===== config.mk =====
export PLATFORM = sky130hd
export DESIGN_NAME = tweezer_top
export DESIGN_NICKNAME = d
export VERILOG_FILES = /design/src/verilog/tweezer_pkg.sv /design/src/verilog/param_regs.sv /design/src/verilog/input_conditioner.sv /design/src/verilog/pi_controller.sv /design/src/verilog/dac_ad5541a_serializer.sv /design/src/verilog/tweezer_top.sv
export SDC_FILE = /design/constraint.sdc
export NUM_CORES = 2
export LEC_CHECK = 0
export BUFFER_PORTS_ARGS = -buffer_cell sky130_fd_sc_hd__buf_2
export CAP_MARGIN = 20
export CORE_MARGIN = 10
export CORE_UTILIZATION = 59
export DETAILED_ROUTE_END_ITERATION = 16
export MAX_ROUTING_LAYER = met4
export PLACE_DENSITY = 0.89
export SETUP_SLACK_MARGIN = 0.5
export SLEW_MARGIN = 5
export SYNTH_ARGS = -nofsm -noshare
export SYNTH_HDL_FRONTEND = slang
export SYNTH_SLANG_ARGS = --single-unit
export TNS_END_PERCENT = 5

===== constraint.sdc =====
create_clock -name clk_adc -period 8.6 [get_ports clk_adc]
set_input_delay 0.86 -clock clk_adc [delete_from_list [all_inputs] [get_ports clk_adc]]
set_output_delay 0.86 -clock clk_adc [all_outputs]
set_load 0.01 [all_outputs]

===== src/verilog/tweezer_pkg.sv =====
package tweezer_pkg;

    // data path widths
    typedef logic signed [15:0] sample_t;
    typedef logic signed [25:0] coeff_t;
    typedef logic signed [27:0] acc_t;
    typedef logic        [15:0] dac_code_t;
    typedef logic        [3:0]  reg_idx_t;

    // register index map, wide coefficients take two slots
    localparam reg_idx_t REG_KP_LO        = 4'd0;
    localparam reg_idx_t REG_KP_HI        = 4'd1;
    localparam reg_idx_t REG_KI_LO        = 4'd2;
    localparam reg_idx_t REG_KI_HI        = 4'd3;
    localparam reg_idx_t REG_SETPOINT     = 4'd4;
    localparam reg_idx_t REG_LIMIT_HI     = 4'd5;
    localparam reg_idx_t REG_LIMIT_LO     = 4'd6;
    localparam reg_idx_t REG_OUT_DISABLED = 4'd7;
    localparam reg_idx_t REG_X_OFFSET     = 4'd8;
    localparam reg_idx_t REG_Y_OFFSET     = 4'd9;
    localparam reg_idx_t REG_Z_OFFSET     = 4'd10;
    localparam reg_idx_t REG_CONTROL      = 4'd11;

    // control register bits
    localparam int CTRL_ENABLE_BIT = 0;
    localparam int CTRL_RESET_BIT  = 1;

    // bits of the high half that land on top of a coefficient
    localparam int COEFF_HI_BITS = 10;

    // full scale of the ADC
    localparam sample_t SAMPLE_MAX = 16'sh7FFF;
    localparam sample_t SAMPLE_MIN = 16'sh8000;

    // offset binary zero for the AD5541A
    localparam dac_code_t DAC_MIDSCALE = 16'h8000;

    // limits come up wide open
    localparam sample_t LIMIT_HI_RST = SAMPLE_MAX;
    localparam sample_t LIMIT_LO_RST = SAMPLE_MIN;

endpackage


===== src/verilog/param_regs.sv =====
`timescale 1ns/1ps

module param_regs
    import tweezer_pkg::*;
(
    input  logic     clk_adc,
    input  logic     rst_n,
    input  logic     cfg_wr_en,
    input  reg_idx_t cfg_wr_addr,
    input  logic [15:0] cfg_wr_data,
    output coeff_t   kp,
    output coeff_t   ki,
    output sample_t  setpoint,
    output sample_t  limit_hi,
    output sample_t  limit_lo,
    output sample_t  out_disabled,
    output sample_t  x_offset,
    output sample_t  y_offset,
    output sample_t  z_offset,
    output logic     pi_enable,
    output logic     pi_reset
);

    // low halves wait here until the high half arrives
    logic [15:0] kp_lo_stage;
    logic [15:0] ki_lo_stage;

    always_ff @(posedge clk_adc or negedge rst_n) begin
        if (!rst_n) begin
            kp_lo_stage  <= '0;
            ki_lo_stage  <= '0;
            kp           <= '0;
            ki           <= '0;
            setpoint     <= '0;
            limit_hi     <= LIMIT_HI_RST;
            limit_lo     <= LIMIT_LO_RST;
            out_disabled <= '0;
            x_offset     <= '0;
            y_offset     <= '0;
            z_offset     <= '0;
            pi_enable    <= 1'b0;
            pi_reset     <= 1'b0;
        end else begin
            // reset request lasts a single cycle
            pi_reset <= cfg_wr_en && (cfg_wr_addr == REG_CONTROL) && cfg_wr_data[CTRL_RESET_BIT];
            if (cfg_wr_en) begin
                case (cfg_wr_addr)
                    REG_KP_LO:        kp_lo_stage  <= cfg_wr_data;
                    REG_KP_HI:        kp <= {cfg_wr_data[COEFF_HI_BITS-1:0], kp_lo_stage};
                    REG_KI_LO:        ki_lo_stage  <= cfg_wr_data;
                    REG_KI_HI:        ki <= {cfg_wr_data[COEFF_HI_BITS-1:0], ki_lo_stage};
                    REG_SETPOINT:     setpoint     <= cfg_wr_data;
                    REG_LIMIT_HI:     limit_hi     <= cfg_wr_data;
                    REG_LIMIT_LO:     limit_lo     <= cfg_wr_data;
                    REG_OUT_DISABLED: out_disabled <= cfg_wr_data;
                    REG_X_OFFSET:     x_offset     <= cfg_wr_data;
                    REG_Y_OFFSET:     y_offset     <= cfg_wr_data;
                    REG_Z_OFFSET:     z_offset     <= cfg_wr_data;
                    REG_CONTROL:      pi_enable    <= cfg_wr_data[CTRL_ENABLE_BIT];
                    default: ;
                endcase
            end
        end
    end

endmodule


===== src/verilog/input_conditioner.sv =====
`timescale 1ns/1ps

module input_conditioner
    import tweezer_pkg::*;
(
    input  logic       clk_adc,
    input  logic       rst_n,
    input  logic       sample_valid,
    input  sample_t    xdiff,
    input  sample_t    ydiff,
    input  sample_t    sum,
    input  sample_t    x_offset,
    input  sample_t    y_offset,
    input  sample_t    z_offset,
    output sample_t    pos_x,
    output sample_t    pos_y,
    output sample_t    pos_z,
    output logic [2:0] sat_flags,
    output logic       pos_valid
);

    // one extra bit catches the overflow, then clip to full scale
    function automatic sample_t sat_sub(sample_t a, sample_t b);
        logic signed [16:0] d;
        d = $signed({a[15], a}) - $signed({b[15], b});
        if (d[16] != d[15]) begin
            return d[16] ? SAMPLE_MIN : SAMPLE_MAX;
        end
        return d[15:0];
    endfunction

    function automatic logic at_full_scale(sample_t v);
        return (v == SAMPLE_MAX) || (v == SAMPLE_MIN);
    endfunction

    always_ff @(posedge clk_adc or negedge rst_n) begin
        if (!rst_n) begin
            pos_valid <= 1'b0;
            pos_x     <= '0;
            pos_y     <= '0;
            pos_z     <= '0;
            sat_flags <= '0;
        end else begin
            pos_valid <= sample_valid;
            if (sample_valid) begin
                pos_x     <= sat_sub(xdiff, x_offset);
                pos_y     <= sat_sub(ydiff, y_offset);
                pos_z     <= sat_sub(sum, z_offset);
                // flags look at the raw ADC words
                sat_flags <= {at_full_scale(sum), at_full_scale(ydiff), at_full_scale(xdiff)};
            end
        end
    end

endmodule


===== src/verilog/pi_controller.sv =====
`timescale 1ns/1ps

module pi_controller
    import tweezer_pkg::*;
#(
    parameter int COEFF_FRAC = 24
) (
    input  logic    clk_adc,
    input  logic    rst_n,
    input  logic    pos_valid,
    input  sample_t pos_z,
    input  coeff_t  kp,
    input  coeff_t  ki,
    input  sample_t setpoint,
    input  sample_t limit_hi,
    input  sample_t limit_lo,
    input  sample_t out_disabled,
    input  logic    pi_enable,
    input  logic    pi_reset,
    output sample_t ctrl_out,
    output logic    ctrl_valid
);

    // stage 1 products
    logic signed [16:0] error;
    logic signed [42:0] p_full;
    logic signed [42:0] i_full;
    acc_t p_term;
    acc_t i_term;
    logic valid_s1;

    // stage 2 state and sums
    acc_t integ;
    acc_t integ_new;
    acc_t out_clamped;
    acc_t p_only;
    logic reset_hold;

    function automatic acc_t clamp(acc_t v, sample_t hi, sample_t lo);
        acc_t hi_ext;
        acc_t lo_ext;
        hi_ext = acc_t'(hi);
        lo_ext = acc_t'(lo);
        if (v > hi_ext) begin
            return hi_ext;
        end
        if (v < lo_ext) begin
            return lo_ext;
        end
        return v;
    endfunction

    always_comb begin
        error  = $signed({setpoint[15], setpoint}) - $signed({pos_z[15], pos_z});
        p_full = error * kp;
        i_full = error * ki;
    end

    always_ff @(posedge clk_adc or negedge rst_n) begin
        if (!rst_n) begin
            valid_s1 <= 1'b0;
            p_term   <= '0;
            i_term   <= '0;
        end else begin
            valid_s1 <= pos_valid;
            if (pos_valid) begin
                p_term <= acc_t'(p_full >>> COEFF_FRAC);
                i_term <= acc_t'(i_full >>> COEFF_FRAC);
            end
        end
    end

    // integrator is clipped to the same window as the output
    always_comb begin
        integ_new   = clamp(integ + i_term, limit_hi, limit_lo);
        out_clamped = clamp(p_term + integ_new, limit_hi, limit_lo);
        p_only      = clamp(p_term, limit_hi, limit_lo);
    end

    always_ff @(posedge clk_adc or negedge rst_n) begin
        if (!rst_n) begin
            ctrl_valid <= 1'b0;
            ctrl_out   <= '0;
            integ      <= '0;
            reset_hold <= 1'b0;
        end else begin
            ctrl_valid <= valid_s1;
            if (!pi_enable) begin
                integ      <= '0;
                reset_hold <= 1'b0;
                if (valid_s1) begin
                    ctrl_out <= out_disabled;
                end
            end else if (valid_s1) begin
                // first sample after a reset request is proportional only
                if (pi_reset || reset_hold) begin
                    integ    <= '0;
                    ctrl_out <= p_only[15:0];
                end else begin
                    integ    <= integ_new;
                    ctrl_out <= out_clamped[15:0];
                end
                reset_hold <= 1'b0;
            end else if (pi_reset) begin
                integ      <= '0;
                reset_hold <= 1'b1;
            end
        end
    end

endmodule


===== src/verilog/dac_ad5541a_serializer.sv =====
`timescale 1ns/1ps

module dac_ad5541a_serializer
    import tweezer_pkg::*;
#(
    parameter int SCLK_HALF = 2
) (
    input  logic    clk_adc,
    input  logic    rst_n,
    input  logic    ctrl_valid,
    input  sample_t ctrl_out,
    output logic    dac_sclk,
    output logic    dac_cs_n,
    output logic    dac_sdo,
    output logic    dac_busy
);

    localparam int PH_W = (SCLK_HALF > 1) ? $clog2(2 * SCLK_HALF) : 1;
    localparam logic [PH_W-1:0] PH_LAST = PH_W'(2 * SCLK_HALF - 1);
    localparam logic [PH_W-1:0] PH_HALF = PH_W'(SCLK_HALF);

    typedef enum logic [1:0] {S_IDLE, S_SHIFT, S_GAP} dac_state_t;

    dac_state_t      state;
    logic [PH_W-1:0] phase;
    logic [3:0]      bit_cnt;
    dac_code_t       dac_code;
    dac_code_t       shreg;

    // signed to offset binary
    assign dac_code = dac_code_t'(ctrl_out) + DAC_MIDSCALE;
    assign dac_busy = (state != S_IDLE);

    always_ff @(posedge clk_adc or negedge rst_n) begin
        if (!rst_n) begin
            state    <= S_IDLE;
            phase    <= '0;
            bit_cnt  <= '0;
            dac_cs_n <= 1'b1;
            dac_sclk <= 1'b0;
            dac_sdo  <= 1'b0;
        end else begin
            // pins follow the state one cycle late
            dac_cs_n <= (state != S_SHIFT);
            dac_sclk <= (state == S_SHIFT) && (phase >= PH_HALF);
            dac_sdo  <= (state == S_SHIFT) ? shreg[15] : 1'b0;
            case (state)
                S_IDLE: begin
                    if (ctrl_valid) begin
                        state   <= S_SHIFT;
                        phase   <= '0;
                        bit_cnt <= '0;
                    end
                end
                S_SHIFT: begin
                    if (phase == PH_LAST) begin
                        phase <= '0;
                        if (bit_cnt == 4'd15) begin
                            state <= S_GAP;
                        end else begin
                            bit_cnt <= bit_cnt + 4'd1;
                        end
                    end else begin
                        phase <= phase + 1'b1;
                    end
                end
                S_GAP: begin
                    // cs_n is high for SCLK_HALF cycles before release
                    if (phase == PH_HALF) begin
                        state <= S_IDLE;
                    end else begin
                        phase <= phase + 1'b1;
                    end
                end
                default: state <= S_IDLE;
            endcase
        end
    end

    always_ff @(posedge clk_adc or negedge rst_n) begin
        if (!rst_n) begin
            shreg <= '0;
        end else if (state == S_IDLE && ctrl_valid) begin
            shreg <= dac_code;
        end else if (state == S_SHIFT && phase == PH_LAST) begin
            shreg <= {shreg[14:0], 1'b0};
        end
    end

endmodule


===== src/verilog/tweezer_top.sv =====
`timescale 1ns/1ps

module tweezer_top
    import tweezer_pkg::*;
#(
    parameter int COEFF_FRAC = 24,
    parameter int SCLK_HALF  = 2
) (
    input  logic        clk_adc,
    input  logic        rst_n,
    input  logic        cfg_wr_en,
    input  reg_idx_t    cfg_wr_addr,
    input  logic [15:0] cfg_wr_data,
    input  logic        sample_valid,
    input  sample_t     xdiff,
    input  sample_t     ydiff,
    input  sample_t     sum,
    output sample_t     pos_x,
    output sample_t     pos_y,
    output sample_t     pos_z,
    output logic [2:0]  sat_flags,
    output sample_t     ctrl_out,
    output logic        ctrl_valid,
    output logic        dac_sclk,
    output logic        dac_cs_n,
    output logic        dac_sdo,
    output logic        dac_busy
);

    // parameter levels
    coeff_t  kp;
    coeff_t  ki;
    sample_t setpoint;
    sample_t limit_hi;
    sample_t limit_lo;
    sample_t out_disabled;
    sample_t x_offset;
    sample_t y_offset;
    sample_t z_offset;
    logic    pi_enable;
    logic    pi_reset;
    logic    pos_valid;

    param_regs param_regs_i (
        .clk_adc(clk_adc), .rst_n(rst_n),
        .cfg_wr_en(cfg_wr_en), .cfg_wr_addr(cfg_wr_addr), .cfg_wr_data(cfg_wr_data),
        .kp(kp), .ki(ki), .setpoint(setpoint),
        .limit_hi(limit_hi), .limit_lo(limit_lo), .out_disabled(out_disabled),
        .x_offset(x_offset), .y_offset(y_offset), .z_offset(z_offset),
        .pi_enable(pi_enable), .pi_reset(pi_reset)
    );

    input_conditioner input_conditioner_i (
        .clk_adc(clk_adc), .rst_n(rst_n), .sample_valid(sample_valid),
        .xdiff(xdiff), .ydiff(ydiff), .sum(sum),
        .x_offset(x_offset), .y_offset(y_offset), .z_offset(z_offset),
        .pos_x(pos_x), .pos_y(pos_y), .pos_z(pos_z),
        .sat_flags(sat_flags), .pos_valid(pos_valid)
    );

    pi_controller #(.COEFF_FRAC(COEFF_FRAC)) pi_controller_i (
        .clk_adc(clk_adc), .rst_n(rst_n), .pos_valid(pos_valid), .pos_z(pos_z),
        .kp(kp), .ki(ki), .setpoint(setpoint),
        .limit_hi(limit_hi), .limit_lo(limit_lo), .out_disabled(out_disabled),
        .pi_enable(pi_enable), .pi_reset(pi_reset),
        .ctrl_out(ctrl_out), .ctrl_valid(ctrl_valid)
    );

    dac_ad5541a_serializer #(.SCLK_HALF(SCLK_HALF)) dac_ad5541a_serializer_i (
        .clk_adc(clk_adc), .rst_n(rst_n),
        .ctrl_valid(ctrl_valid), .ctrl_out(ctrl_out),
        .dac_sclk(dac_sclk), .dac_cs_n(dac_cs_n), .dac_sdo(dac_sdo), .dac_busy(dac_busy)
    );

endmodule


Word-level counts from Yosys, hierarchy flattened
Index checks and enable logic that the tools add are counted.
{"block": "op_classes", "addsub": 9, "multipliers": 2, "order_cmp": 7, "eq_ne": 33, "n_mux": 63, "reduce_logical": 30}
{"cell": "$mux 16", "n": 23}
{"cell": "$mux 28", "n": 8}
{"cell": "$eq 16x16->1 const B", "n": 6}
{"cell": "$mul 17x26->43", "n": 2}
{"cell": "$sub 16x16->17", "n": 4}
{"cell": "$gt 28x16->1", "n": 2}
{"cell": "$lt 28x16->1", "n": 2}
{"cell": "$add 19x28->28", "n": 1}
{"cell": "$add 28x19->28", "n": 1}
{"cell": "$reduce_and 2->1", "n": 12}
{"cell": "$eq 4x4->1 const B", "n": 5}
{"cell": "$gt 19x16->1", "n": 1}
{"cell": "$lt 19x16->1", "n": 1}
{"cell": "$mux 1", "n": 19}
{"cell": "$add 16x16->16 const B", "n": 1}
{"cell": "$eq 4x3->1 const B", "n": 4}
{"cell": "$mux 2", "n": 7}
{"cell": "$mux 4", "n": 3}
{"cell": "$pmux 2 s3", "n": 2}
{"cell": "$eq 4x2->1 const B", "n": 2}
{"cell": "$ne 2x1->1 const B", "n": 4}
{"cell": "$pmux 4 s2", "n": 1}
{"cell": "$reduce_and 4->1", "n": 2}
{"cell": "$eq 2x2->1 const B", "n": 3}
{"cell": "15 further kinds", "n": 28}
{"block": "totals", "reg_bits": 362, "in_bits": 72, "output_inout_bits": 72, "elab_cells": 176}

Depth between registers and ports, before layout
{"block": "depth", "depth_word": 15, "depth_mapped": 49, "ltp_nobuf": 46}

Modules after synthesis
From an unflattened synthesis, not the netlist that was laid out.
{"block": "unflattened", "cells_unflattened": 5439, "area_unflattened_um2": 53425.0}
{"module": "pi_controller", "n_inst": 1, "cells_per_inst": 4328, "area_each_um2": 39820.7, "seq_area_each_um2": 2127.0}
{"module": "param_regs", "n_inst": 1, "cells_per_inst": 441, "area_each_um2": 7499.7, "seq_area_each_um2": 4974.8}
{"module": "input_conditioner", "n_inst": 1, "cells_per_inst": 532, "area_each_um2": 4653.2, "seq_area_each_um2": 1301.2}
{"module": "dac_ad5541a_serializer", "n_inst": 1, "cells_per_inst": 138, "area_each_um2": 1451.4, "seq_area_each_um2": 676.9}

Least setup slack after synthesis
OpenSTA, ideal clock, no wires.
{"block": "synth_path", "path_kind": "reg2reg", "startpoint": "reg pi_controller_i.integ[0]", "endpoint": "reg pi_controller_i.ctrl_out[12]", "setup_ns": 0.143, "arrival_ns": 8.703, "t_required_ns": 8.457, "slack_ns": -0.246, "stages_incl_launch_ff": 46, "n_path_buf": 2, "synth_period_minus_slack_ns": 8.846, "cell_sequence": "dfrtp_1 ha_1 inv_1 fa_1 nor2b_1 o31a_1 o31a_1 o21ai_2 o21ai_1 o31ai_4 o211ai_1 a31oi_1 xnor2_1 ha_1 nand4_1 nor3_1 nand4_1 o211ai_1 [10 not listed] a2111o_1 a21oi_1 o31ai_1 o21ai_0 o21a_1 nor2_1 xnor2_1 ha_1 nand4_1 nor2_1 a21oi_1 a21oi_1 a221o_1 o22ai_1 buf_2 mux2_2 a221oi_1 a221oi_1"}
{"block": "synth_between", "elab_chain_len": 15, "word_cells_on_any_way": 21, "classes_between": "2 x add/sub; 4 x order compare; 15 x mux"}
{"element": "from (decl)", "line_no": "pi_controller.sv:33", "rtl": "acc_t integ;"}
{"element": "from (signal assigned)", "line_no": "pi_controller.sv:100", "rtl": "integ <= integ_new;"}
{"element": "$add 28x19->28 (*)", "line_no": "pi_controller.sv:75", "rtl": "integ_new = clamp(integ + i_term, limit_hi, limit_lo);"}
{"element": "$lt 28x16->1", "line_no": "pi_controller.sv:47", "rtl": "if (v < lo_ext) begin"}
{"element": "$mux 1 (2 in a row)", "line_no": "pi_controller.sv:47"}
{"element": "$mux 28", "line_no": "pi_controller.sv:50", "rtl": "return v;"}
{"element": "$mux 28 (*)", "line_no": "pi_controller.sv:47"}
{"element": "$add 19x28->28 (*)", "line_no": "pi_controller.sv:76", "rtl": "out_clamped = clamp(p_term + integ_new, limit_hi, limit_lo);"}
{"element": "$lt 28x16->1", "line_no": "pi_controller.sv:47"}
{"element": "$mux 1 (2 in a row)", "line_no": "pi_controller.sv:47"}
{"element": "$mux 16", "line_no": "pi_controller.sv:50"}
{"element": "$mux 16 (*)", "line_no": "pi_controller.sv:47"}
{"element": "$mux 16 (*)", "line_no": "pi_controller.sv:96", "rtl": "if (pi_reset || reset_hold) begin"}
{"element": "$mux 16 (*)", "line_no": "pi_controller.sv:94", "rtl": "end else if (valid_s1) begin"}
{"element": "$mux 16 (*)", "line_no": "pi_controller.sv:88", "rtl": "if (!pi_enable) begin"}
{"element": "to (signal assigned)", "line_no": "pi_controller.sv:92", "rtl": "ctrl_out <= out_disabled;"}
{"element": "to (signal assigned)", "line_no": "pi_controller.sv:98", "rtl": "ctrl_out <= p_only[15:0];"}
{"element": "to (signal assigned)", "line_no": "pi_controller.sv:101", "rtl": "ctrl_out <= out_clamped[15:0];"}
{"element": "to (decl)", "line_no": "pi_controller.sv:20", "rtl": "output sample_t ctrl_out,"}
Every way passes the cells marked *; elsewhere a longest branch is shown, timed or not. The select of a mux whose other input is x is not followed.
A chain may end at the register's enable or synchronous reset.

Worst setup path in the final report
Same ends and word-level chain as after synthesis.

==> results.yml <==
worst_setup_path:
  cp-start-kind: "flop"
  regToRegStartpoint: "pi_controller_i.integ[0]"
  crit_slowest_cell: "or4b_4"
  r2r_slack_ns: -0.63
  worstSetupPathType: "flop to flop"
  path_depth: 46
  cp.required_ns: 9.04
  crit_fanout: 6
  crit_buf_inv: 8
  cp_top_family: "compound AO/OA/AOI/OAI gates"
  crit_arrival_ns: 9.67
  cpMostUsedCell: "a21oi_2"
  cpPeakStageDelay_ns: 0.59
  endpoint_kind: "flop"
  rr_endpoint: "pi_controller_i.ctrl_out[12]"
  reg2regPathDepth: 46
timing:
  fin_crit_ns: 9.23
  fmax_mhz: 108
  fin_crit_sh: 1.07
  setup_slack_ns: -0.627
  skew_ns: 0.0485
  setup_violations: 37
  relSlewSlack: 0.208
  maxSlewViolCount: 0
  timing.final.hold_violations: 0
  whs_ns: 0.194
  rsz0062_at_grt: "yes"
  tightest_slew_ns: 1.19
grt:
  grt.total_usage: 0.315
  antenna_found_initial: 12
  grt_pass1_vias: 47900
  grt_max_degree: 166
  grt_first_pass_wirelength_um: 251000
  grt_overflow: 0
synthesis:
  syn-cell-area_mm2: 0.0532
  synth.distinct_cells: 94
  avgSynthCellArea_um2: 9.46
  synthCells: 5629
  synth-edff-count: 0
  synth_top_area_cell: "fa_1"
  ys_ff_latch: 362
  synth_fp_nets: 7037
  netlist_top_cells_area: "fa_1 33%, dfrtp_1 16%, ha_1 11%, inv_1 6.8%, nand2_1 4.8%"
  yosys_most_used_dff: "dfrtp_1"
  async_flop_share: 1.00
  netlist.area_leader.share: 0.326
  synth_warnings: 0
  yosysSeqAreaShare: 0.171
final_layout:
  drive_gt1_frac: 0.173
  syn2layout_area_growth_pct: 13.7
  layout_common_cells: "966 x inv_1, 861 x fa_1, 670 x nand2_1"
  fin_cells: 7230
  layout_commonest_cell: "inv_1"
  fin_nets: 7413
routing:
  dr.pass1.iters: 6
  drt-initial-drc-count: 4523
  drc: 0
  avgRoutedWirePerCell_um: 21.8
  via_per_inst: 6.10
  via_count: 44100
  wl_um: 158000
  antenna_left: 0
clocking:
  clockBufferDepth: 3
  cts_tree: "yes"
  hold_buffers: 0
  cts-htree-levels: 2
  clock-sinks: 362
  cts_inserted_buffers: 42
  root_buffer: "clkbuf_16"
  path_clk_slew_ns: 0.07
  clock_latency_ns: 0.64
floorplan:
  die_y_um: 320
  fp.dieArea_mm2: 0.103
  die_w_um: 320
  num_rows: 110
  initial_core_util: 0.593
  core_mm2: 0.0897
  ios: 144
hold_path:
  hold_class: "input pin to asynchronous set/reset pin"
placement:
  place_inst: 7087
  place_congestion: 0.981
  dp_hpwl_um: 117000
  io_buffers: 143
status:
  violations: "negative setup slack"
  status: "finished with violations"
flow_run:
  drv_cap: 0
[area by class of cell]
| cell class | count | area [um2] |
|---|---|---|
| sequential | 362 | 9080 |
| antenna | 16 | 40.0 |
| clock buffer | 57 | 1230 |
| clock inverter | 20 | 234 |
| inverter | 968 | 3630 |
| fill | 6172 | 29200 |
| tap | 1176 | 1470 |
| multi-input combinational | 4073 | 40600 |
| timing repair buffer | 558 | 4200 |
[cells in the mapped netlist (all sizes together), types with 23 or more instances]
cell type,n
nor2,216
xnor2,115
fa,866
clkbuf,210
o21ai,209
nand4,46
nand2,675
a21oi,234
inv,968
nor3,34
xor2,37
mux2i,26
a31oi,23
o22ai,36
a21o,76
nand2b,75
nand3,44
a211oi,24
ha,470
o21a,35
nor2b,93
dfrtp,345
and2,295
mux2,194
[worst reg2reg max path, delay by kind of cell, from the launching register on]
kind,cells,cell delay [ns]
compound gates,22,3.82
simple gates,9,1.60
fa+ha+maj,5,1.38
buf+inv,8,1.23
flops,1,0.39
xor+xnor,1,0.33
mux,1,0.30
[layer usage]
metal	vias up	wire length, um	GRT usage
li1	18700	-	-
met1	21800	55300	0.364
met2	2779	74800	0.506
met3	847	16800	0.0714
met4	0	10900	0.178
met5	-	0	-
[per-stage QoR]
stage                util  cell area, um2  setup TNS (ns)  setup WS, ns
global placement    0.644           57700           -6.19        -0.447
finish              0.674           60500          -12.03        -0.627
CTS                 0.669           60000           -6.71        -0.369
floorplan               -           53300               0         0.297
global route        0.674           60500          -24.49        -0.990
detailed placement  0.644           57800          -15.67        -0.660
[timing repair]
item / CTS / global route
gates cloned: 4 / 0
resized for setup: 104 / 68
endpoints found under the hold margin: 0 / 0
setup buffers: 27 / 19
pin swaps: 92 / 70
endpoints found under the setup margin: 54 / 54
[cells by family after synthesis]
group / Yosys count / synth area share
AND/OR/NAND/NOR: 1581 / 0.144
adder cells (fa/ha/maj): 1337 / 0.436
buffers and inverters: 1197 / 0.0852
AO/OA/AOI/OAI: 780 / 0.0926
flip-flops: 362 / 0.171
multiplexers: 220 / 0.0460
XOR/XNOR: 152 / 0.0250
[how the worst max path moves through the flow]
stage | endpoint | slack, ns | from
floorplan | pi_controller_i.ctrl_out[11] | 0.30 | pi_controller_i.integ[0]
global placement | pi_controller_i.ctrl_out[7] | -0.45 | pi_controller_i.integ[0]
detailed placement | pi_controller_i.ctrl_out[11] | -0.66 | pi_controller_i.integ[0]
CTS | pi_controller_i.ctrl_out[11] | -0.37 | pi_controller_i.integ[0]
global route | pi_controller_i.ctrl_out[12] | -0.99 | pi_controller_i.integ[0]
finish | pi_controller_i.ctrl_out[12] | -0.63 | pi_controller_i.integ[0]
[state kept, by name (all words and copies together) (netlist names), 19 cells and up]
signal / flops
param_regs_i.ki: 26
param_regs_i.kp: 26
pi_controller_i.i_term: 19
pi_controller_i.integ: 28
pi_controller_i.p_term: 19
Power is left out: the tool's default activity adds up to more than one toggle a clock period on the data nets, which glitch-free logic cannot reach.
